## config.mk

```make
export PLATFORM = sky130hd
export DESIGN_NAME = sample_sync
export DESIGN_NICKNAME = d
export VERILOG_FILES = /design/src/rtl/audio_pkg.sv /design/src/rtl/sample_sync.sv
export SDC_FILE = /design/constraint.sdc
export NUM_CORES = 1
export LEC_CHECK = 0
export BUFFER_PORTS_ARGS = -buffer_cell sky130_fd_sc_hd__buf_2
export CORE_ASPECT_RATIO = 0.9
export CORE_MARGIN = 8
export CORE_UTILIZATION = 57
export CTS_CLUSTER_SIZE = 10
export DETAILED_ROUTE_END_ITERATION = 10
export GPL_TIMING_DRIVEN = 0
export PLACE_DENSITY = 0.86
export SETUP_SLACK_MARGIN = 0.2
export SLEW_MARGIN = 20
export SYNTH_ARGS = -nofsm -noshare
export SYNTH_HDL_FRONTEND = slang
export SYNTH_SLANG_ARGS = --single-unit
```

## constraint.sdc

```tcl
create_clock -name clk_sys -period 3.6 [get_ports clk_sys]
set_input_delay 0.72 -clock clk_sys [delete_from_list [all_inputs] [get_ports clk_sys]]
set_output_delay 0.72 -clock clk_sys [all_outputs]
set_load 0.05 [all_outputs]
```

## src/rtl/audio_pkg.sv

```systemverilog
// Audio sample types, speaker level and compressor curve constants
// Samples are signed two's complement, 16 bits per channel

`default_nettype none

package audio_pkg;

	////////////////////////////////////////////////////////////////////////////
	// Sample types

	typedef logic signed [15:0] sample_t;

	// One bit of headroom for the three-source sum
	typedef logic signed [16:0] mix_t;

	// Speaker volume step, each step doubles the amplitude
	typedef logic [1:0] spk_level_t;

	// Compressor curve select, the unused code 3 decodes as hard
	typedef enum logic [1:0] {
		COMP_OFF  = 2'd0,
		COMP_SOFT = 2'd1,
		COMP_HARD = 2'd2
	} comp_mode_e;

	localparam int SAMPLE_MAX = 32767;
	localparam int SAMPLE_MIN = -32768;

	// Speaker amplitude at level 0 is one shifted left by this
	localparam int SPK_BASE_SHIFT = 11;

	////////////////////////////////////////////////////////////////////////////
	// Compressor curves
	// Knee is set so the upper segment lands near full scale

	localparam int COMP_SOFT_GAIN  = 2;
	localparam int COMP_SOFT_SLOPE = 4;
	localparam int COMP_SOFT_KNEE  =
		((SAMPLE_MAX * (COMP_SOFT_SLOPE - 1)) / (COMP_SOFT_SLOPE * COMP_SOFT_GAIN - 1)) + 1;
	localparam int COMP_SOFT_BASE  = COMP_SOFT_KNEE * COMP_SOFT_GAIN;

	localparam int COMP_HARD_GAIN  = 4;
	localparam int COMP_HARD_SLOPE = 8;
	localparam int COMP_HARD_KNEE  =
		((SAMPLE_MAX * (COMP_HARD_SLOPE - 1)) / (COMP_HARD_SLOPE * COMP_HARD_GAIN - 1)) + 1;
	localparam int COMP_HARD_BASE  = COMP_HARD_KNEE * COMP_HARD_GAIN;

endpackage

`default_nettype wire

```

## src/rtl/sample_sync.sv

```systemverilog
// Stereo capture that only passes a sample once it has settled
// Output follows a held input three cycles after it is applied

`default_nettype none

module sample_sync (
	input  wire                clk_sys,
	input  wire                reset,
	input  wire audio_pkg::sample_t in_l,
	input  wire audio_pkg::sample_t in_r,
	output audio_pkg::sample_t out_l,
	output audio_pkg::sample_t out_r
);
	import audio_pkg::*;

	sample_t cap0_l;
	sample_t cap1_l;
	sample_t cap0_r;
	sample_t cap1_r;

	always_ff @(posedge clk_sys) begin
		if (reset) begin
			cap0_l <= '0;
			cap1_l <= '0;
			cap0_r <= '0;
			cap1_r <= '0;
			out_l  <= '0;
			out_r  <= '0;
		end else begin
			cap0_l <= in_l;
			cap1_l <= cap0_l;
			cap0_r <= in_r;
			cap1_r <= cap0_r;
			// Two equal captures in a row mean the source has settled
			if (cap0_l == cap1_l)
				out_l <= cap1_l;
			if (cap0_r == cap1_r)
				out_r <= cap1_r;
		end
	end

endmodule

`default_nettype wire

```

==> run metrics <==
slowest stage cell, crit path nor4_4; Pwr Density 530 nW/um2; Max Cap Viol 0; All-Layer GR Usage 15.7%; CTS max path bufs 2; # setup viols final 0; final hold vios 0; hold buffers post-CTS 0; TNS Setup 0 ns; ys flop type dfxtp_1; DIE WIDTH 98.6 um; Async SR Flop Fraction 0%; worst hold path type register to register; Tightest Pin Transition 0.657 ns; Reg2Reg Setup Slack 1.65 ns; sequential share of the synthesized area 54.9%; GPL Wtd Cong 0.774; worst clock skew 0.00893 ns; Yosys top cell by area dfxtp_1; CTS clk-pin slew, worst paths 0.09 ns; Root Driver clkbuf_8; Crit path largest cell delay 0.67 ns; mean post-synth cell area 11.1 um2; Final Util 70.0%; port bufs 64; Mapped Nets 348; Worst Path Max Fanout 10; final worst setup slack 1.65 ns; Core Region 6010 um2; CP Class register to register; ranking of synthesized cells by area dfxtp_1 55%, nor2b_1 11%, nand2b_1 10%, mux2i_1 9.2%, xnor2_1 8.0%; status completed; DRT iter0 DRCs 80; min Tclk post-route 1.95 ns; synth unique cells 10; vias in the first global route 2412; Yosys top cell area share 54.9%; CTS tree yes; Synth top cells by count 96 x dfxtp_1, 64 x nor2b_1, 58 x nand2b_1; number of synthesized flops with an enable pin 0; ant diodes 0; YS warnings 0; CTS Buf Count 9; synthesis-stage register bit count 96; Layout area overhead 20.4%; max-slew violation count 0; H-Tree Level Count 3; post-cts resize count 0; slew margin rel. 55.8%; detailed placement HPWL 4.88 mm; WP data arrival 2.22 ns; Worst IR Drop VDD 0.000279 V; Startpoint Class register; setup bufs post-CTS 0; Total Routed Length 6.70 mm; Final Cycle Share 54.3%; Mapped Cells 314; DRT Pass-1 Iters 4; FP Rows 27; vias per cell 4.75; clock sink total 96; Max Freq 512 MHz; crit-path cells xnor2_1 > nand4_1 > nor4_4 > buf_6 > mux2i_1; initial antenna violation count 0; die area 8900 um2; grt total ovfl 0; chip height 90.3 um; NumNets Final 423; CP Buf/Inv Count 1; Req. time, crit path 3.86 ns; antenna viol nets, final 0; largest net degree at the start of global routing 16; # IOs 66; first-pass GRT wire length 11.3 mm; most frequent cell after synthesis dfxtp_1; layout cells sized above 1 21.3%; Initial Util 58.2%; LEAKAGE 0.00162 uW; drt drc 0; per-cell routed wire length 14.4 um; RSZ-0062 raised after global routing false; Critical Path End Type register; Skew-Pair Late Insertion Delay 0.35 ns; Vias 2214; Setup WS pre-CTS 1.69 ns; delay-heaviest family, CP simple AND/OR/NAND/NOR gates; Synth Cell Area 3500 um2
area by class of cell:
class	count	area, um2
multi-input cells	202	1500
clock inverters	5	150
fillers	448	1800
plain buffers	16	75.1
flip-flops and latches	96	1920
repair buffers	64	320
clock buffers	11	151
well taps	72	90.1
path summary, 6_finish.rpt:
path / to / from / cells after the start
worst max-delay path: out_r[6]$_SDFFE_PP0N_ / cap1_r[8]$_SDFF_PP0_ / 5
worst max register to register: out_r[6]$_SDFFE_PP0N_ / cap1_r[8]$_SDFF_PP0_ / 5
worst min-delay path: out_l[15]$_SDFFE_PP0N_ / out_l[15]$_SDFFE_PP0N_ / 2
worst min register to register: out_l[15]$_SDFFE_PP0N_ / out_l[15]$_SDFFE_PP0N_ / 2
layer usage:
metal	up-vias	track usage (%)	wire length [um]	share of wire, %
met5	-	0	0	0
met4	0	5.87	87	1.3
met3	10	4.08	217	3.2
met2	44	24.9	3060	46
met1	1019	19.9	3340	50
li1	1141	-	-	-
logic make-up (layout without fill, tap and decap cells):
| group | Yosys count | after routing | share of synthesized area [%] |
|---|---|---|---|
| simple gates | 138 | 138 | 25.8 |
| buf+inv | 16 | 96 | 2.15 |
| flops | 96 | 96 | 54.9 |
| xor+xnor | 32 | 32 | 8.01 |
| mux | 32 | 32 | 9.16 |
worst register-to-register path: cells and delay by family (launching register included):
kind,cells,cell delay (ns)
DFF,1,0.33
muxes,1,0.26
buffers and inverters,1,0.26
xor gates and xnor gates,1,0.17
and+or+nand+nor,2,0.86
where the power goes:
part	switching (uW)	leakage (uW)	internal (uW)	total (uW)
logic	56.2	0.000682	69.4	126
clock network	350	0.000150	640	990
registers	22.6	0.000787	1100	1120
total	429	0.00162	1800	2230
per-stage QoR:
stage / std cells / area (um2) / total power [uW] / hold slack, ns
finish: 466 / 4210 / 2230 / 0.470
global route: 466 / 4210 / 2300 / 0.491
CTS: 466 / 4210 / 2250 / 0.474
detailed placement: 450 / 3910 / 1270 / 0.458
global placement: 450 / 3910 / 1260 / 0.456
floorplan: 314 / 3500 / 1230 / 0.459
registers in the layout, indices dropped and copies added (netlist names):
signal / flops
cap0_r: 16
cap0_l: 16
cap1_r: 16
cap1_l: 16
out_r: 16
out_l: 16
placed cells by master (no fill, tap or decap), drive strengths merged:
cell type,count
nor2b,64
dfxtp,96
buf,66
xnor2,32
nand2b,58
nand4,8
or2b,6
clkbuf,25
mux2i,32
bufinv,5
nor4,2
Power figures use the tool's default switching activity.
