==> src/rtl/audio_pkg.sv <==
// Audio sample types, speaker level and compressor curve constants
// Samples are signed two's complement, 16 bits per channel

`default_nettype none

package audio_pkg;

	////////////////////////////////////////////////////////////////////////////
	// Sample types

	typedef logic signed [15:0] sample_t;

	// One bit of headroom for the three-source sum
	typedef logic signed [16:0] mix_t;

	// Speaker volume step, each step doubles the amplitude
	typedef logic [1:0] spk_level_t;

	// Compressor curve select, the unused code 3 decodes as hard
	typedef enum logic [1:0] {
		COMP_OFF  = 2'd0,
		COMP_SOFT = 2'd1,
		COMP_HARD = 2'd2
	} comp_mode_e;

	localparam int SAMPLE_MAX = 32767;
	localparam int SAMPLE_MIN = -32768;

	// Speaker amplitude at level 0 is one shifted left by this
	localparam int SPK_BASE_SHIFT = 11;

	////////////////////////////////////////////////////////////////////////////
	// Compressor curves
	// Knee is set so the upper segment lands near full scale

	localparam int COMP_SOFT_GAIN  = 2;
	localparam int COMP_SOFT_SLOPE = 4;
	localparam int COMP_SOFT_KNEE  =
		((SAMPLE_MAX * (COMP_SOFT_SLOPE - 1)) / (COMP_SOFT_SLOPE * COMP_SOFT_GAIN - 1)) + 1;
	localparam int COMP_SOFT_BASE  = COMP_SOFT_KNEE * COMP_SOFT_GAIN;

	localparam int COMP_HARD_GAIN  = 4;
	localparam int COMP_HARD_SLOPE = 8;
	localparam int COMP_HARD_KNEE  =
		((SAMPLE_MAX * (COMP_HARD_SLOPE - 1)) / (COMP_HARD_SLOPE * COMP_HARD_GAIN - 1)) + 1;
	localparam int COMP_HARD_BASE  = COMP_HARD_KNEE * COMP_HARD_GAIN;

endpackage

`default_nettype wire

==> src/rtl/audio_mixer.sv <==
// Sound card, PC speaker and synth mixer with 16-bit saturation
// Sum path is two cycles, speaker adds one more for its level register

`default_nettype none

module audio_mixer (
	input  wire                    clk_sys,
	input  wire                    reset,
	input  wire audio_pkg::sample_t    sb_l,
	input  wire audio_pkg::sample_t    sb_r,
	input  wire audio_pkg::sample_t    synth_l,
	input  wire audio_pkg::sample_t    synth_r,
	input  wire                    synth_mute,
	input  wire                    speaker,
	input  wire audio_pkg::spk_level_t spk_level,
	output audio_pkg::sample_t     mix_l,
	output audio_pkg::sample_t     mix_r
);
	import audio_pkg::*;

	mix_t spk_amp;
	mix_t synth_ext_l;
	mix_t synth_ext_r;
	mix_t sum_l;
	mix_t sum_r;

	// Clamp when the two top bits of the sum disagree
	function automatic sample_t saturate(input mix_t sum);
		if (sum[16] ^ sum[15])
			return {sum[16], {15{sum[15]}}};
		else
			return sum[15:0];
	endfunction

	// Muted synth contributes nothing to the sum
	assign synth_ext_l = synth_mute ? '0 : mix_t'(synth_l);
	assign synth_ext_r = synth_mute ? '0 : mix_t'(synth_r);

	////////////////////////////////////////////////////////////////////////////
	// Level, sum and clamp stages

	always_ff @(posedge clk_sys) begin
		if (reset) begin
			spk_amp <= '0;
			sum_l   <= '0;
			sum_r   <= '0;
			mix_l   <= '0;
			mix_r   <= '0;
		end else begin
			spk_amp <= mix_t'(speaker) << (SPK_BASE_SHIFT + spk_level);
			// Wraps modulo 2^17, the clamp stage sorts out the overflow
			sum_l   <= mix_t'(sb_l) + spk_amp + synth_ext_l;
			sum_r   <= mix_t'(sb_r) + spk_amp + synth_ext_r;
			mix_l   <= saturate(sum_l);
			mix_r   <= saturate(sum_r);
		end
	end

endmodule

`default_nettype wire

==> config.mk <==
export PLATFORM = sky130hd
export DESIGN_NAME = audio_mixer
export DESIGN_NICKNAME = d
export VERILOG_FILES = /design/src/rtl/audio_pkg.sv /design/src/rtl/audio_mixer.sv
export SDC_FILE = /design/constraint.sdc
export NUM_CORES = 1
export LEC_CHECK = 0
export ABC_CLOCK_PERIOD_IN_PS = 7100
export BUFFER_PORTS_ARGS = -buffer_cell sky130_fd_sc_hd__buf_4
export CAP_MARGIN = 40
export CORE_MARGIN = 2
export CORE_UTILIZATION = 35
export CTS_BUF_LIST = sky130_fd_sc_hd__clkbuf_4
export DETAILED_ROUTE_END_ITERATION = 10
export HOLD_SLACK_MARGIN = 0.15
export SLEW_MARGIN = 20
export SYNTH_ARGS = -nofsm -noshare
export SYNTH_HDL_FRONTEND = slang
export SYNTH_SLANG_ARGS = --single-unit
==> constraint.sdc <==
create_clock -name clk_sys -period 7.1 [get_ports clk_sys]
set_input_delay 0.71 -clock clk_sys [delete_from_list [all_inputs] [get_ports clk_sys]]
set_output_delay 0.71 -clock clk_sys [all_outputs]
set_load 0.02 [all_outputs]
==> run summary <==
The final count of negative-setup-slack endpoints came out at 0. In the synthesized netlist the dominant register cell turns out to be dfxtp_1. The worst setup path is launched from an input pin. The synthesis-to-layout area growth came out at 23.1%. The total global routing overflow is 0. The number of setup buffers added after CTS came out at 0. The number of flops mapped to enable cells by yosys came out at 0.

The count of cell types in the netlist came out at 52. For this run, the register share of the synthesized area comes to 33.0%. The routed design has 9950 um of wire. The count of maximum capacitance violations came out at 0.

The area share of the largest cell type after synthesis came out at 33.0%. The critical path goes through buf_4 -> nor2b_1 -> ha_1 -> ha_1 -> fa_1 -> a21o_1 -> a221o_1 -> a32oi_2 -> o21ai_1 -> mux2_4. STA classifies the critical path endpoint as a register. Counting tap cells, the placed design contains a total of between 700 and 800 instances. The area of the core is about 0.013 mm2. The final weighted congestion in routability-driven placement is 0.863. The final layout net count is 723. The placed instances occupy a cell area of 0.00539 mm2. The worst-case setup margin in the final layout is 4.15 ns. The Yosys step of the flow raised 0 warnings. At the pin with the least slew margin, the transition time is 0.787 ns.

The worst hold slack after final layout is between 0.4 and 0.5 ns. TritonCTS built the clock tree. Across the routed clock network, the largest skew measured is 0.0158 ns. In this run, the clock network consumes 23.0% of the power. After clock tree synthesis, the clock-pin slew on the worst setup and hold paths is 0.12 ns. Along the worst path, the maximum fanout reaches 32. The number of nets handed over by synthesis was 631. The most frequent cell on the critical path is ha_1. Measured in cells, the most critical reg-to-reg path has a length of 7. The first-pass GRT wire length is ~16000 um.

The count of input and output buffers came out at roughly 100. The final clock period utilization by the worst path came out at 41.5%. The startpoint of the most critical register-to-register path is spk_amp[9]. In this run the worst setup path begins at synth_mute.

The power density of the placed cells came out at 210 mW/mm2. The maximum VDD drop is about 0.080 mV. In this run the deepest clock path goes through 2 buffers. The iteration-0 DRC count of the detailed router came out at 179. The path class of the tightest hold or removal check is register to register. The post-synthesis cell count is 490. Once detail routing completed, the nets flagged for antenna violations numbered 0. In this run the most critical hold path is launched from sum_r[0]. The highest attainable clock frequency is 339 MHz.

The slowest stage of the critical path is the fa_1 cell. The mean instance size in the synthesized netlist is 9.17 um2. The number of cell rows is 41. The DRC violation count after routing is 0. The final design utilization is 44.0%.

The count of H-tree levels built during CTS came out at 3. The final route contains approximately 3600 vias. The TritonCTS buffer count is 9. For this configuration, the core starts out at a cell density of a little over a third.

The run finished with clean final reports. The average vias per placed instance is 4.78. Cells with a size suffix above 1 make up 22.0% of the layout. At the later pin of the worst-skew pair, clock insertion delay measures 0.42 ns. The wire length per cell is 13.1 um. The final sum of negative setup slack is 0 ns.

For this run, the detailed router's first-pass iteration total came to 4. In this run the clock root is driven by a clkbuf_4. In this run the power spent charging and discharging nets is 0.398 mW. The post-route minimum period came out at 2.95 ns. The clock sink total is 74. Detailed placement finished with a half-perimeter wire length of 7830 um. The die outline height came out at 117 um. At the worst endpoint, the required time is around 7.4 ns. The setup slack at placement is 3.69 ns.

The worst hold path depth came out at 2. Registers are responsible for 42.5% of the overall power. The fraction of registers with async set/reset is 0%.

The critical path's largest stage delay is 0.40 ns. For this design the static power due to leakage is between 2 and 3 nW. In the layout the commonest cells are buf_4 (101), dfxtp_1 (74), a21oi_1 (53).

The switching share of power is approximately 34%. The flop and latch count out of synthesis came out at 74. The relative contribution of combinational cells to total power came out at ~35%. The maximum number of pins on one net before global-route repair came out at 83.

The die extent in x is between 100 and 150 um. The filler cells instantiated in the layout total 1267. The post-synthesis instance area came out at 0.00449 mm2. The via count of the first global-routing pass is 3420. The final design instance area without fill came out at about 0.0055 mm2. Once layout is complete, the cells apart from fillers number 760. Hold repair after CTS inserted 0 buffers. By area the synthesized netlist is led by dfxtp_1 (33%), ha_1 (14%), fa_1 (8.9%), nor2b_1 (6.0%), a21oi_1 (5.9%).

The critical path is of the input pin to register type. The post-cts repair resize count is 0. The total routing resource utilization after global routing came out at between 10% and 20%.

The library cell used most frequently in the layout, excluding fill and tap cells, is buf_4. The overall power consumption came out at 1.16 mW. Of all cell types, the one taking the most synthesized area is dfxtp_1. The worst setup slack for register-to-register paths came out at 4.43 ns. The final number of max-transition violations came out at 0. Internal power comes to 0.762 mW. Setup repair after global routing left no endpoint under its margin. The final hold violation count came out at 0. The data arrival time of the critical path is 3.27 ns.

The number of antenna violations at the first check in global routing came out at 1. The number of I/O pins is 102. The floorplan die area came out at 0.0138 mm2. The worst max-slew margin expressed relative to the limit came out at around 48%.
==> worst max-delay path, delay by kind of cell <==
family	cells	cell delay, ns
compound gates	4	0.93
fa+ha+maj	3	0.92
buf+inv	1	0.30
mux	1	0.30
simple gates	1	0.09
==> power by group through the flow <==
stage	Combinational, mW	Clock (mW)	Sequential, mW
after global placement	0.393	0	0.504
final	0.401	0.267	0.493
after global routing	0.448	0.293	0.499
after floorplan	0.232	0	0.536
after detailed placement	0.400	0	0.503
after CTS	0.402	0.278	0.494
==> worst paths after layout <==
| check | end |
|---|---|
| worst max-delay path | sum_r[15] |
| worst max register to register | sum_l[14] |
| worst min-delay path | mix_r[0] |
| worst min register to register | mix_r[0] |
==> cell usage after synthesis, types with 4 or more instances <==
master,count
dfxtp_1,74
a21oi_1,53
ha_1,51
nand2_1,43
nor2_1,43
nor2b_1,43
fa_1,20
inv_1,19
clkbuf_1,12
nor3_1,12
nand3_1,11
a21o_1,9
xnor2_1,8
and3_1,6
buf_1,6
nand2b_1,6
xor2_1,6
nand4_1,5
o21a_1,5
o21ai_1,5
o21ai_0,4
or3_1,4
==> routing by layer <==
| metal | global-route usage, % | part of all wire [%] |
|---|---|---|
| met5 | 0 | 0 |
| met4 | 5.80 | 2.0 |
| met3 | 2.37 | 5.2 |
| met2 | 21.6 | 41 |
| met1 | 22.2 | 52 |
==> cell type report <==
| class | count | area [um2] | share of cell area, % |
|---|---|---|---|
| well taps | 172 | 215 | 3.89 |
| repair buffers | 101 | 758 | 13.7 |
| multi-input cells | 377 | 2860 | 51.7 |
| clock buffers | 10 | 75.1 | 1.36 |
| diodes | 1 | 2.50 | 0.0452 |
| inverters | 19 | 71.3 | 1.29 |
| flip-flops and latches | 74 | 1480 | 26.8 |
| clock inverters | 6 | 66.3 | 1.20 |
==> cells by family (layout without fill, tap and decap cells) <==
group	Yosys count	in the layout	synth area share, %
compound gates	106	106	16.3
xor+xnor	14	14	2.73
fa+ha+maj	71	71	23.1
buf+inv	39	136	3.31
flops	74	74	33.0
mux	7	7	1.98
other cells	0	1	0
simple gates	179	179	19.6
==> state kept, by name (all words and copies together), names as in the netlist <==
| register | cells |
|---|---|
| sum_l | 17 |
| sum_r | 17 |
| mix_r | 16 |
| spk_amp | 8 |
| mix_l | 16 |
No activity file was read; power rests on OpenSTA's default activity.
