==> config.mk <==
export PLATFORM = sky130hd
export DESIGN_NAME = activity_led
export DESIGN_NICKNAME = d
export VERILOG_FILES = /design/src/rtl/status_pkg.sv /design/src/rtl/activity_led.sv
export SDC_FILE = /design/constraint.sdc
export NUM_CORES = 1
export LEC_CHECK = 0
export ABC_AREA = 1
export ABC_CLOCK_PERIOD_IN_PS = 2580
export BUFFER_PORTS_ARGS = -buffer_cell sky130_fd_sc_hd__buf_2
export CAP_MARGIN = 20
export CORE_ASPECT_RATIO = 1.4
export CORE_MARGIN = 1
export CORE_UTILIZATION = 65
export DETAILED_ROUTE_END_ITERATION = 12
export PLACE_DENSITY = 0.82
export SYNTH_ARGS = -nofsm -noshare
export SYNTH_HDL_FRONTEND = slang
export SYNTH_SLANG_ARGS = --single-unit
==> constraint.sdc <==
create_clock -name clk_sys -period 2.58 [get_ports clk_sys]
set_input_delay 0.258 -clock clk_sys [delete_from_list [all_inputs] [get_ports clk_sys]]
set_output_delay 0.258 -clock clk_sys [all_outputs]
set_load 0.01 [all_outputs]
==> src/rtl/status_pkg.sv <==
// Disk request widths and LED hold time
// Hold default assumes a clock of roughly 90 MHz, about 50 ms of glow

`default_nettype none

package status_pkg;

	// Three request lines per IDE channel, two channels
	typedef logic [5:0] ide_req_t;

	// One request line per floppy drive
	typedef logic [1:0] fdd_req_t;

	// Cycles an activity LED stays lit after the last request
	localparam int LED_HOLD_DEFAULT = 4500000;

endpackage

`default_nettype wire

==> src/rtl/activity_led.sv <==
// Stretches short request pulses into a visible LED glow
// LED lights one cycle after a request, goes dark HOLD_CYCLES after the last

`default_nettype none

module activity_led #(
	parameter int HOLD_CYCLES = status_pkg::LED_HOLD_DEFAULT
) (
	input  wire  clk_sys,
	input  wire  reset,
	input  wire  request,
	output logic led
);
	localparam int CNT_W = $clog2(HOLD_CYCLES + 1);

	logic [CNT_W-1:0] count;

	always_ff @(posedge clk_sys) begin
		if (reset) begin
			count <= '0;
			led   <= 1'b0;
		end else begin
			if (count != '0) begin
				led   <= 1'b1;
				count <= count - 1'b1;
			end else begin
				led <= 1'b0;
			end
			// A new request restarts the hold time
			if (request)
				count <= CNT_W'(HOLD_CYCLES);
		end
	end

endmodule

`default_nettype wire

==> metrics.md, run 1 <==
| Metric | Value |
|---|---|
| Initial Util | `0.691` |
| Worst Hold End | `count[13]` |
| Initial antenna violation count | `0` |
| Synth top area share | `0.357` |
| Final clock skew | `0.00923 ns` |
| Non-Filler Instances | `227` |
| Largest net degree at the start of global routing | `21` |
| Max clock buf depth | `2` |
| Fin. max-slew vios | `0` |
| Hold Path Class | `in2reg` |
| Critical Path RT | `2.79 ns` |
| Yosys Warn Count | `0` |
| Antenna diodes | `0` |
| DR WL/cell | `12.7 um` |
| Cell taking the most area after synthesis | `dfxtp_1` |
| Final setup fails | `0` |
| Max-Cap Viols | `0` |
| GPL Wtd Cong | `0.878` |
| Later-pin clock latency in the skew report | `0.32 ns` |
| PortBufs | `3` |
| Clk sink count | `24` |
| Die H | `55.9 um` |
| R2r setup slk | `0.85 ns` |
| # IOs | `4` |
| Register area | `480 um^2` |
| Critical R2R Capture | `count[0]` |
| Number of fill cells in the layout | `164` |
| Launch point of the worst reg-to-reg path | `count[0]` |
| Vias/cell | `5.33` |
| Die ar. | `2260 um^2` |
| Vias in the first global route | `1,180` |
| Routed WL | `2880 um` |
| Post-CTS setup buffers | `0` |
| Number of nets in the finished design | `212` |
| First-pass GRT wire length | `4890 um` |
| RSZ-0062 raised after global routing | `false` |
| Crit end category | `flip-flop` |
| Post-Syn Area | `1350 um^2` |
| FP Rows | `19` |
| Final Power | `0.951 mW` |
| Maximum VDD drop | `0.000466 V` |
| Worst-path fanout max | `20` |
| Syn_area_per_cell | `6.64 um^2` |
| Hold Worst Slack | `0.216 ns` |
| DRC Markers | `0` |
| Worst Path Class, Setup | `reg2reg` |
| Clock tree root buffer cell | `clkbuf_4` |
| Vias | `1,211` |
| Cts repair resizes | `0` |
| Hold_buf cts | `0` |
| Reg2Reg Depth | `7` |
| Area growth syn-to-layout | `5.11%` |
| Setup TNS | `0 ns` |
| H-tree Lvls | `1` |
| Top cells by area, synth | `dfxtp_1 36%, nand2_1 14%, nor2_1 13%` |
| Die Width | `40.5 um` |
| Total gr overflow | `0` |
| CP Launch Type | `flip-flop` |
| CP arrival | `1.95 ns` |
| Leak Pwr | `0.672 nW` |
| Synth Register Bits | `24` |
| Share of layout cells above drive strength 1 | `0.107` |
| Initial detailed-routing violation count | `65` |
| Worst hold start | `reset` |
| Num CTS Buffers | `3` |
| Min Tclk post-route | `1.73 ns` |
| Detail Route Antenna Nets | `0` |
| Clock slew at reported path FFs | `0.14 ns` |
| Hold Path Stages | `2` |
| Distinct cells, synth | `19` |
| Seq/Total Area, Yosys | `0.357` |
| Worst slew pin tran | `0.450 ns` |
| Core Box Area | `1950 um^2` |
| CTS tree | `built` |
| Period utilization | `0.672` |
| Hold Violations, Final | `0` |
| Area of the multi-input gates | `786 um^2` |
| Drt first pass iters | `4` |
| Dpl cells | `223` |
| Cell count after synthesis | `203` |
| Synthesized Nets | `208` |
| F_max | `577 MHz` |
| Status | `complete, no violations` |
| Post-DP HPWL | `2210 um` |
| PD cells | `671 nW/um^2` |
| Slew headroom | `0.699` |
| GRT Overall Usage | `0.304` |
[registers in the layout (all words and copies together) (netlist names)]
| name | flops |
|---|---|
| led | 1 |
| count | 23 |
[worst max path at each step]
stage | from | to
detailed placement | count[0] | count[0]
CTS | count[0] | count[0]
finish | count[0] | count[0]
global route | count[0] | count[0]
global placement | count[0] | count[0]
floorplan | count[0] | count[0]
[where the power goes]
group          leakage [nW]  internal, mW  switching, mW
Clock                0.0279         0.157          0.116
Sequential            0.198         0.396         0.0279
Combinational         0.446        0.0876          0.166
[cells by family after synthesis]
| family | Yosys count | synth area share |
|---|---|---|
| adders and majority gates | 2 | 0.0186 |
| and+or+nand+nor | 134 | 0.439 |
| buffers and inverters | 19 | 0.0603 |
| xor gates and xnor gates | 13 | 0.0845 |
| AOI/OAI and AO/OA | 11 | 0.0409 |
| DFF | 24 | 0.357 |
[critical path: stages, from the launching register on]
cell and delay, ns:
dfxtp_1 0.34, inv_1 0.17, ha_1 0.20, nand2_1 0.06
nor2_1 0.13, nand3_2 0.36, xor2_1 0.30, nor2_2 0.05
[placed cells by master, fill, tap and decap left out, drive strengths merged]
| cell | Yosys | layout |
|---|---|---|
| a21oi | 10 | 10 |
| buf | 3 | 3 |
| bufinv | 0 | 1 |
| clkbuf | 1 | 3 |
| dfxtp | 24 | 24 |
| ha | 2 | 2 |
| inv | 15 | 15 |
| nand2 | 53 | 53 |
| nand3 | 21 | 21 |
| nand4 | 2 | 2 |
| nor2 | 57 | 57 |
| o21ai | 1 | 1 |
| or2 | 1 | 1 |
| xnor2 | 8 | 8 |
| xor2 | 5 | 5 |
[layout make-up]
cell class / instances / area share
Clock buffer: 3 / 0.0159
Clock inverter: 1 / 0.0212
Inverter: 15 / 0.0398
Multi-Input combinational cell: 160 / 0.555
Sequential cell: 24 / 0.339
Tap cell: 21 / 0.0186
Timing Repair Buffer: 3 / 0.0106
[per-layer routing]
layer	vias to the layer above	routed length (um)	track usage
met5	-	0	0
met2	26	1510	0.510
met4	0	59	0.124
met3	6	66	0.0240
met1	543	1240	0.371
li1	636	-	-
[synthesized netlist by cell type, drive strengths merged]
library cell  number
nand4              2
ha                 2
a21oi             10
o21ai              1
dfxtp             24
xnor2              8
nand2             53
nor2              57
inv               15
buf                3
xor2               5
clkbuf             1
or2                1
nand3             21
[stage by stage]
stage / utilization / worst slack (ns) / instance area [um^2]
after floorplan: - / 1.25 / 1350
after global placement: 0.700 / 0.972 / 1360
after detailed placement: 0.700 / 0.892 / 1360
after CTS: 0.727 / 0.871 / 1420
after global routing: 0.727 / 0.715 / 1420
final: 0.727 / 0.846 / 1420
Note: power is estimated with default switching activity, not from simulation.
==> inputs of run 2 (changes only) <==
==> config.mk (replaced) <==
export PLATFORM = sky130hd
export DESIGN_NAME = activity_led
export DESIGN_NICKNAME = d
export VERILOG_FILES = /design/src/rtl/status_pkg.sv /design/src/rtl/activity_led.sv
export SDC_FILE = /design/constraint.sdc
export NUM_CORES = 1
export LEC_CHECK = 0
export ABC_AREA = 0
export ABC_CLOCK_PERIOD_IN_PS = 1600
export BUFFER_PORTS_ARGS = -buffer_cell sky130_fd_sc_hd__buf_2
export CAP_MARGIN = 20
export CORE_ASPECT_RATIO = 1.4
export CORE_MARGIN = 1
export CORE_UTILIZATION = 59
export DETAILED_ROUTE_END_ITERATION = 12
export PLACE_DENSITY = 0.75
export SYNTH_ARGS = -nofsm -noshare
export SYNTH_HDL_FRONTEND = slang
export SYNTH_SLANG_ARGS = --single-unit
==> constraint.sdc (replaced) <==
create_clock -name clk_sys -period 1.6 [get_ports clk_sys]
set_input_delay 0.16 -clock clk_sys [delete_from_list [all_inputs] [get_ports clk_sys]]
set_output_delay 0.16 -clock clk_sys [all_outputs]
set_load 0.01 [all_outputs]
==> run 2 against run 1 <==
Against the previous run:
- the run now ends with setup timing left
- die area fell by 3.8%
- non-clock buffer count rose by 40
- critical endpoint is now count[15]
- maximum frequency fell by 18%
- utilization rose by 23 points
- area after synthesis fell by 13%
- sequential share of layout area fell by 5.9 points
- clock skew fell by 0.0058 ns
- global-route usage rose by 6.2 points
==> metrics.md, run 2 <==
| Metric | Value |
|---|---|
| Hold Path Class | `in2reg` |
| Max clock buf depth | `2` |
| DRT met1 WL | `1640 um` |
| Num CTS Buffers | `3` |
| Die ar. | `2180 um^2` |
| Syn_area_per_cell | `8.45 um^2` |
| Most frequent cells in the layout | `35 x buf_4, 18 x dfxtp_1, 16 x nor2_1` |
| Setup WS post-layout | `-0.521 ns` |
| Initial detailed-routing violation count | `84` |
| Failing checks | `setup timing` |
| PortBufs | `3` |
| Routed WL | `4270 um` |
| Top cells by area, synth | `dfxtp_1 41%, a21oi_1 6.0%, nor2_1 5.4%` |
| Largest net degree at the start of global routing | `17` |
| Comb pwr share | `0.417` |
| Final clock skew | `0.00346 ns` |
| Post-DP HPWL | `2140 um` |
| Initial antenna violation count | `0` |
| Reg power frac | `0.390` |
| Final Power | `1.75 mW` |
| Die Width | `39.7 um` |
| Clk sink count | `24` |
| PD cells | `1010 nW/um^2` |
| Status | `finished with violations` |
| Clock tree root buffer cell | `clkbuf_4` |
| GPL Wtd Cong | `0.763` |
| Number of nets in the finished design | `186` |
| Vias | `1,306` |
| DRC Markers | `0` |
| Number of synthesized flops with an enable pin | `0` |
| Sw Pwr | `0.618 mW` |
| H-tree Lvls | `1` |
| CP Launch Type | `flip-flop` |
| Drt first pass iters | `5` |
| Distinct cells, synth | `33` |
| Most common cell after layout, fill and taps aside | `buf_4` |
| Post-route cell area | `1740 um^2` |
| Initial Util | `0.644` |
| Clk network pwr share | `0.193` |
| Min Tclk post-route | `2.12 ns` |
| CP arrival | `2.39 ns` |
| Final core occ | `0.955` |
| Dominant cell by count in the synthesized netlist | `dfxtp_1` |
| Area growth syn-to-layout | `48.3%` |
| FP Rows | `18` |
| Top Registers | `count: 23 flops, led: 1 flops` |
| Switching power share of the total | `0.353` |
| GRT Overall Usage | `0.366` |
| Vias in the first global route | `1,288` |
| Hold Worst Slack | `0.110 ns` |
| Reg2Reg Depth | `5` |
| Cell count after synthesis | `139` |
| Cell taking the most area after synthesis | `dfxtp_1` |
| Yosys Warn Count | `0` |
| Detail Route Antenna Nets | `0` |
| Crit end category | `flip-flop` |
| Max-Cap Viols | `0` |
| Synth Register Bits | `24` |
| Max FFs per register | `23` |
| RSZ-0062 raised after global routing | `true` |
| Core Box Area | `1820 um^2` |
| First-pass GRT wire length | `5380 um` |
| Worst slew pin tran | `0.354 ns` |
| Top cells by count, synth | `24 x dfxtp_1, 17 x nor2_1, 14 x a21oi_1` |
| CTS tree | `built` |
| Top layer in use | `met4` |
| Leak Pwr | `0.720 nW` |
| Post-synth ARST share | `0` |
| Worst Path Class, Setup | `reg2reg` |
| Int Pwr | `1.14 mW` |
| Clock slew at reported path FFs | `0.14 ns` |
| Hold Violations, Final | `0` |
| Ys flop type | `dfxtp_1` |
| Die H | `54.8 um` |
| Later-pin clock latency in the skew report | `0.33 ns` |
| Placed instance area | `1460 um^2` |
| Setup TNS | `-6.13 ns` |
| Hold_buf cts | `0` |
| Critical Path RT | `1.87 ns` |
| Total gr overflow | `0` |
| Met2 WL post-DR | `2060 um` |
| Final setup fails | `24` |
| DR WL/cell | `21.3 um` |
| Synth top area share | `0.409` |
| Hold Path Stages | `2` |
| Period utilization | `1.33` |
| # IOs | `4` |
| Seq/Total Area, Yosys | `0.409` |
| Metal3 WL | `275 um` |
| Share of layout cells above drive strength 1 | `0.483` |
| Maximum VDD drop | `0.000750 V` |
| Largest register by flop count | `count` |
| Antenna diodes | `0` |
| Synthesized Nets | `144` |
| Vias/cell | `6.53` |
| F_max | `471 MHz` |
| Fin. max-slew vios | `0` |
| Slew headroom | `0.764` |
| Worst-path fanout max | `6` |
| Post-Syn Area | `1170 um^2` |
[run 2: changes by cell type after synthesis, sizes merged, moves of 4 or more]
cell	delta
a21oi	+4
nor2	-40
inv	-10
nand3	-17
nor4	+5
a211oi	+4
nand2	-49
or3	+9
[run 2: cell families after synthesis]
| logic type | after synthesis | synth area share |
|---|---|---|
| and+or+nand+nor | 57 | 0.265 |
| AOI/OAI and AO/OA | 32 | 0.171 |
| DFF | 24 | 0.409 |
| xor gates and xnor gates | 13 | 0.0969 |
| buffers and inverters | 11 | 0.0362 |
| adders and majority gates | 2 | 0.0213 |
[run 2: layout make-up]
class                           instances  area [um^2]
Tap cell                               20         25.0
Sequential cell                        24          488
Fill cell                              44         81.3
Multi-Input combinational cell        104          841
Clock buffer                            4         36.3
Inverter                                5         18.8
Timing Repair Buffer                   43          334
[run 2: path summary, 6_finish.rpt]
| kind | end | slack [ns] | startpoint |
|---|---|---|---|
| hold reg to reg | count[21] | 0.50 | count[21] |
| setup reg to reg | count[15] | -0.52 | count[8] |
| hold / removal | count[13] | 0.11 | reset |
| setup / recovery | count[15] | -0.52 | count[8] |
[run 2: timing repair]
action	4_1_cts	5_1_grt
resized for setup	23	22
endpoints found under the setup margin	23	24
setup buffers	4	3
endpoints found under the hold margin	0	0
gates cloned	1	0
pin swaps	2	5
[run 2: stage by stage]
stage,worst slack [ns],cells
floorplan,-0.349,139
detailed placement,-0.462,189
CTS,-0.449,198
global route,-0.576,200
finish,-0.521,200
global placement,-0.396,189
[run 2: worst max-delay path: stages, from the launching register on]
cell	delay [ns]
dfxtp_2	0.35
or4_4	0.54
or3_4	0.40
a211o_4	0.31
or3_4	0.33
a31oi_1	0.12
[run 2: power groups by stage]
stage	Combinational [mW]	Clock (mW)	Sequential, mW
2_1_floorplan	0.291	0	0.691
3_3_place_gp	0.483	0	0.679
3_5_place_dp	0.501	0	0.683
4_1_cts	0.601	0.328	0.674
5_1_grt	0.768	0.347	0.689
6_report	0.731	0.338	0.684
[run 2: layer usage]
metal / GRT usage / up-vias
met5: 0 / -
met4: 0.305 / 0
met3: 0.0854 / 32
met2: 0.634 / 82
met1: 0.348 / 607
li1: - / 585
==> inputs of run 3 (changes only) <==
--- a/config.mk
+++ b/config.mk
@@ -6,7 +6,7 @@
 export NUM_CORES = 1
 export LEC_CHECK = 0
 export ABC_AREA = 0
-export ABC_CLOCK_PERIOD_IN_PS = 1600
+export ABC_CLOCK_PERIOD_IN_PS = 2250
 export BUFFER_PORTS_ARGS = -buffer_cell sky130_fd_sc_hd__buf_2
 export CAP_MARGIN = 20
 export CORE_ASPECT_RATIO = 1.4
==> constraint.sdc (replaced) <==
create_clock -name clk_sys -period 2.25 [get_ports clk_sys]
set_input_delay 0 -clock clk_sys [delete_from_list [all_inputs] [get_ports clk_sys]]
set_output_delay 0 -clock clk_sys [all_outputs]
set_load 0.01 [all_outputs]
==> run 3 against run 2 <==
Against the previous run:
- the flow now finishes without violations
- largest power group is now sequential cells
- critical path depth unchanged
- clock skew increased by 0.015 ns
- clock-buffer cell count decreased by 1
- largest cell class unchanged
- sequential power decreased by 29%
==> metrics.md, run 3 (synthesized netlist as in run 2, its figures left out) <==
| Metric | Value |
|---|---|
| Total gr overflow | `0` |
| # IOs | `4` |
| DR WL/cell | `14.1 um` |
| Setup WS post-layout | `0.101 ns` |
| Fin. max-slew vios | `0` |
| Period utilization | `0.955` |
| Placed instance area | `1240 um^2` |
| Die ar. | `2180 um^2` |
| Die H | `54.8 um` |
| Routed WL | `2350 um` |
| Max FFs per register | `23` |
| First-pass GRT wire length | `3660 um` |
| Family with the most delay on the worst path | `simple AND/OR/NAND/NOR gates` |
| Vias in the first global route | `890` |
| Maximum VDD drop | `0.000626 V` |
| Vias/cell | `6.19` |
| CP arrival | `2.41 ns` |
| Max-Cap Viols | `0` |
| F_max | `465 MHz` |
| Final clock skew | `0.0182 ns` |
| Initial antenna violation count | `0` |
| Hold Violations, Final | `0` |
| Final core occ | `0.713` |
| Clock slew at reported path FFs | `0.14 ns` |
| PortBufs | `3` |
| Core Box Area | `1820 um^2` |
| Status | `complete, no violations` |
| CP Launch Type | `flip-flop` |
| FP Rows | `18` |
| Clk sink count | `24` |
| Die Width | `39.7 um` |
| Crit path top cell by count | `or3_1` |
| Critical path's slowest cell | `or4_1` |
| Grt peak-use layer | `met2` |
| Detail Route Antenna Nets | `0` |
| CP Buf/Inv Count | `0` |
| Worst Path Class, Setup | `reg2reg` |
| Top Registers | `count: 23 flops, led: 1 flops` |
| CP max stage delay | `0.54 ns` |
| Vias | `1,033` |
| Final setup fails | `0` |
| Routing usage on met2 | `0.445` |
| Post-route cell area | `1300 um^2` |
| Setup TNS | `0 ns` |
| Initial detailed-routing violation count | `15` |
| GPL Wtd Cong | `0.807` |
| Largest register by flop count | `count` |
| Number of nets in the finished design | `153` |
| M3 GR Usage | `0.0366` |
| Later-pin clock latency in the skew report | `0.32 ns` |
| Initial Util | `0.644` |
| GRT met1 Usage | `0.284` |
| Hold Worst Slack | `0.0492 ns` |
| Min Tclk post-route | `2.15 ns` |
| CTS tree | `built` |
| RSZ-0062 raised after global routing | `false` |
| Crit end category | `flip-flop` |
| Drt first pass iters | `4` |
| PD cells | `813 nW/um^2` |
| Max clock buf depth | `2` |
| Share of layout cells above drive strength 1 | `0.136` |
| CP cell instances | `or4_1, or3_1, a211o_1, or3_1, a31oi_1` |
| Slew headroom | `0.649` |
| Hold Path Class | `in2reg` |
| Clock tree root buffer cell | `clkbuf_4` |
| Num CTS Buffers | `3` |
| Pre-CTS setup slack | `0.0495 ns` |
| Most frequent cells in the layout | `23 x dfxtp_1, 17 x nor2_1, 14 x a21oi_1` |
| H-tree Lvls | `1` |
| Post-DP HPWL | `1720 um` |
| Critical Path RT | `2.51 ns` |
| DRC Markers | `0` |
| Most common cell after layout, fill and taps aside | `dfxtp_1` |
| GRT Overall Usage | `0.244` |
| Dpl cells | `162` |
| Area growth syn-to-layout | `10.8%` |
| Antenna diodes | `0` |
| Worst slew pin tran | `0.513 ns` |
| Final Power | `1.06 mW` |
| Largest net degree at the start of global routing | `17` |
| Leak Pwr | `0.495 nW` |
| Worst-path fanout max | `6` |
| Non-Filler Instances | `167` |
## run 3: cell count changes in the layout (fill, tap and decap cells not counted), moves of 3 or more
cell and change:
nor4_1 +3, or3_4 -4, buf_4 -29, a211oi_1 +4, or3_1 +4, a21oi_2 -3, a21oi_1 +4, a211oi_2 -3
dfxtp_1 +5, dfxtp_2 -5, buf_6 -5
## run 3: final cells by class
class	count	area [um^2]
timing repair buffer	10	70.1
clock buffer	3	22.5
fill	151	523
clock inverter	1	30.0
multi-input combinational	104	653
inverter	5	18.8
sequential	24	482
tap	20	25.0
## run 3: what timing repair did
item                                    4_1_cts  5_1_grt
hold buffers                                  1        0
endpoints found under the setup margin        0        3
hold endpoints to repair                      8        0
setup buffers                                 0        0
resized for setup                             0        2
## run 3: final timing paths
path	from	end	slack, ns	cells after the start
setup / recovery	count[6]	count[15]	0.10	5
hold / removal	request	count[9]	0.05	3
setup reg to reg	count[6]	count[15]	0.10	5
hold reg to reg	count[21]	count[21]	0.49	2
## run 3: power breakdown
| group | leakage, nW | internal, mW | switching, mW |
|---|---|---|---|
| sequential | 0.198 | 0.457 | 0.0316 |
| clock | 0.0279 | 0.180 | 0.126 |
| combinational | 0.270 | 0.120 | 0.144 |
| total | 0.495 | 0.757 | 0.301 |
## run 3: tightest hold or removal path: stages
cell and delay (ns):
buf_2 0.09, inv_1 0.11, a21oi_1 0.14
## run 3: layer usage
layer  wire [um]  vias to the layer above
met5           0                        -
met4          23                        0
met3          68                        4
met2        1230                       14
met1        1030                      493
li1            -                      522
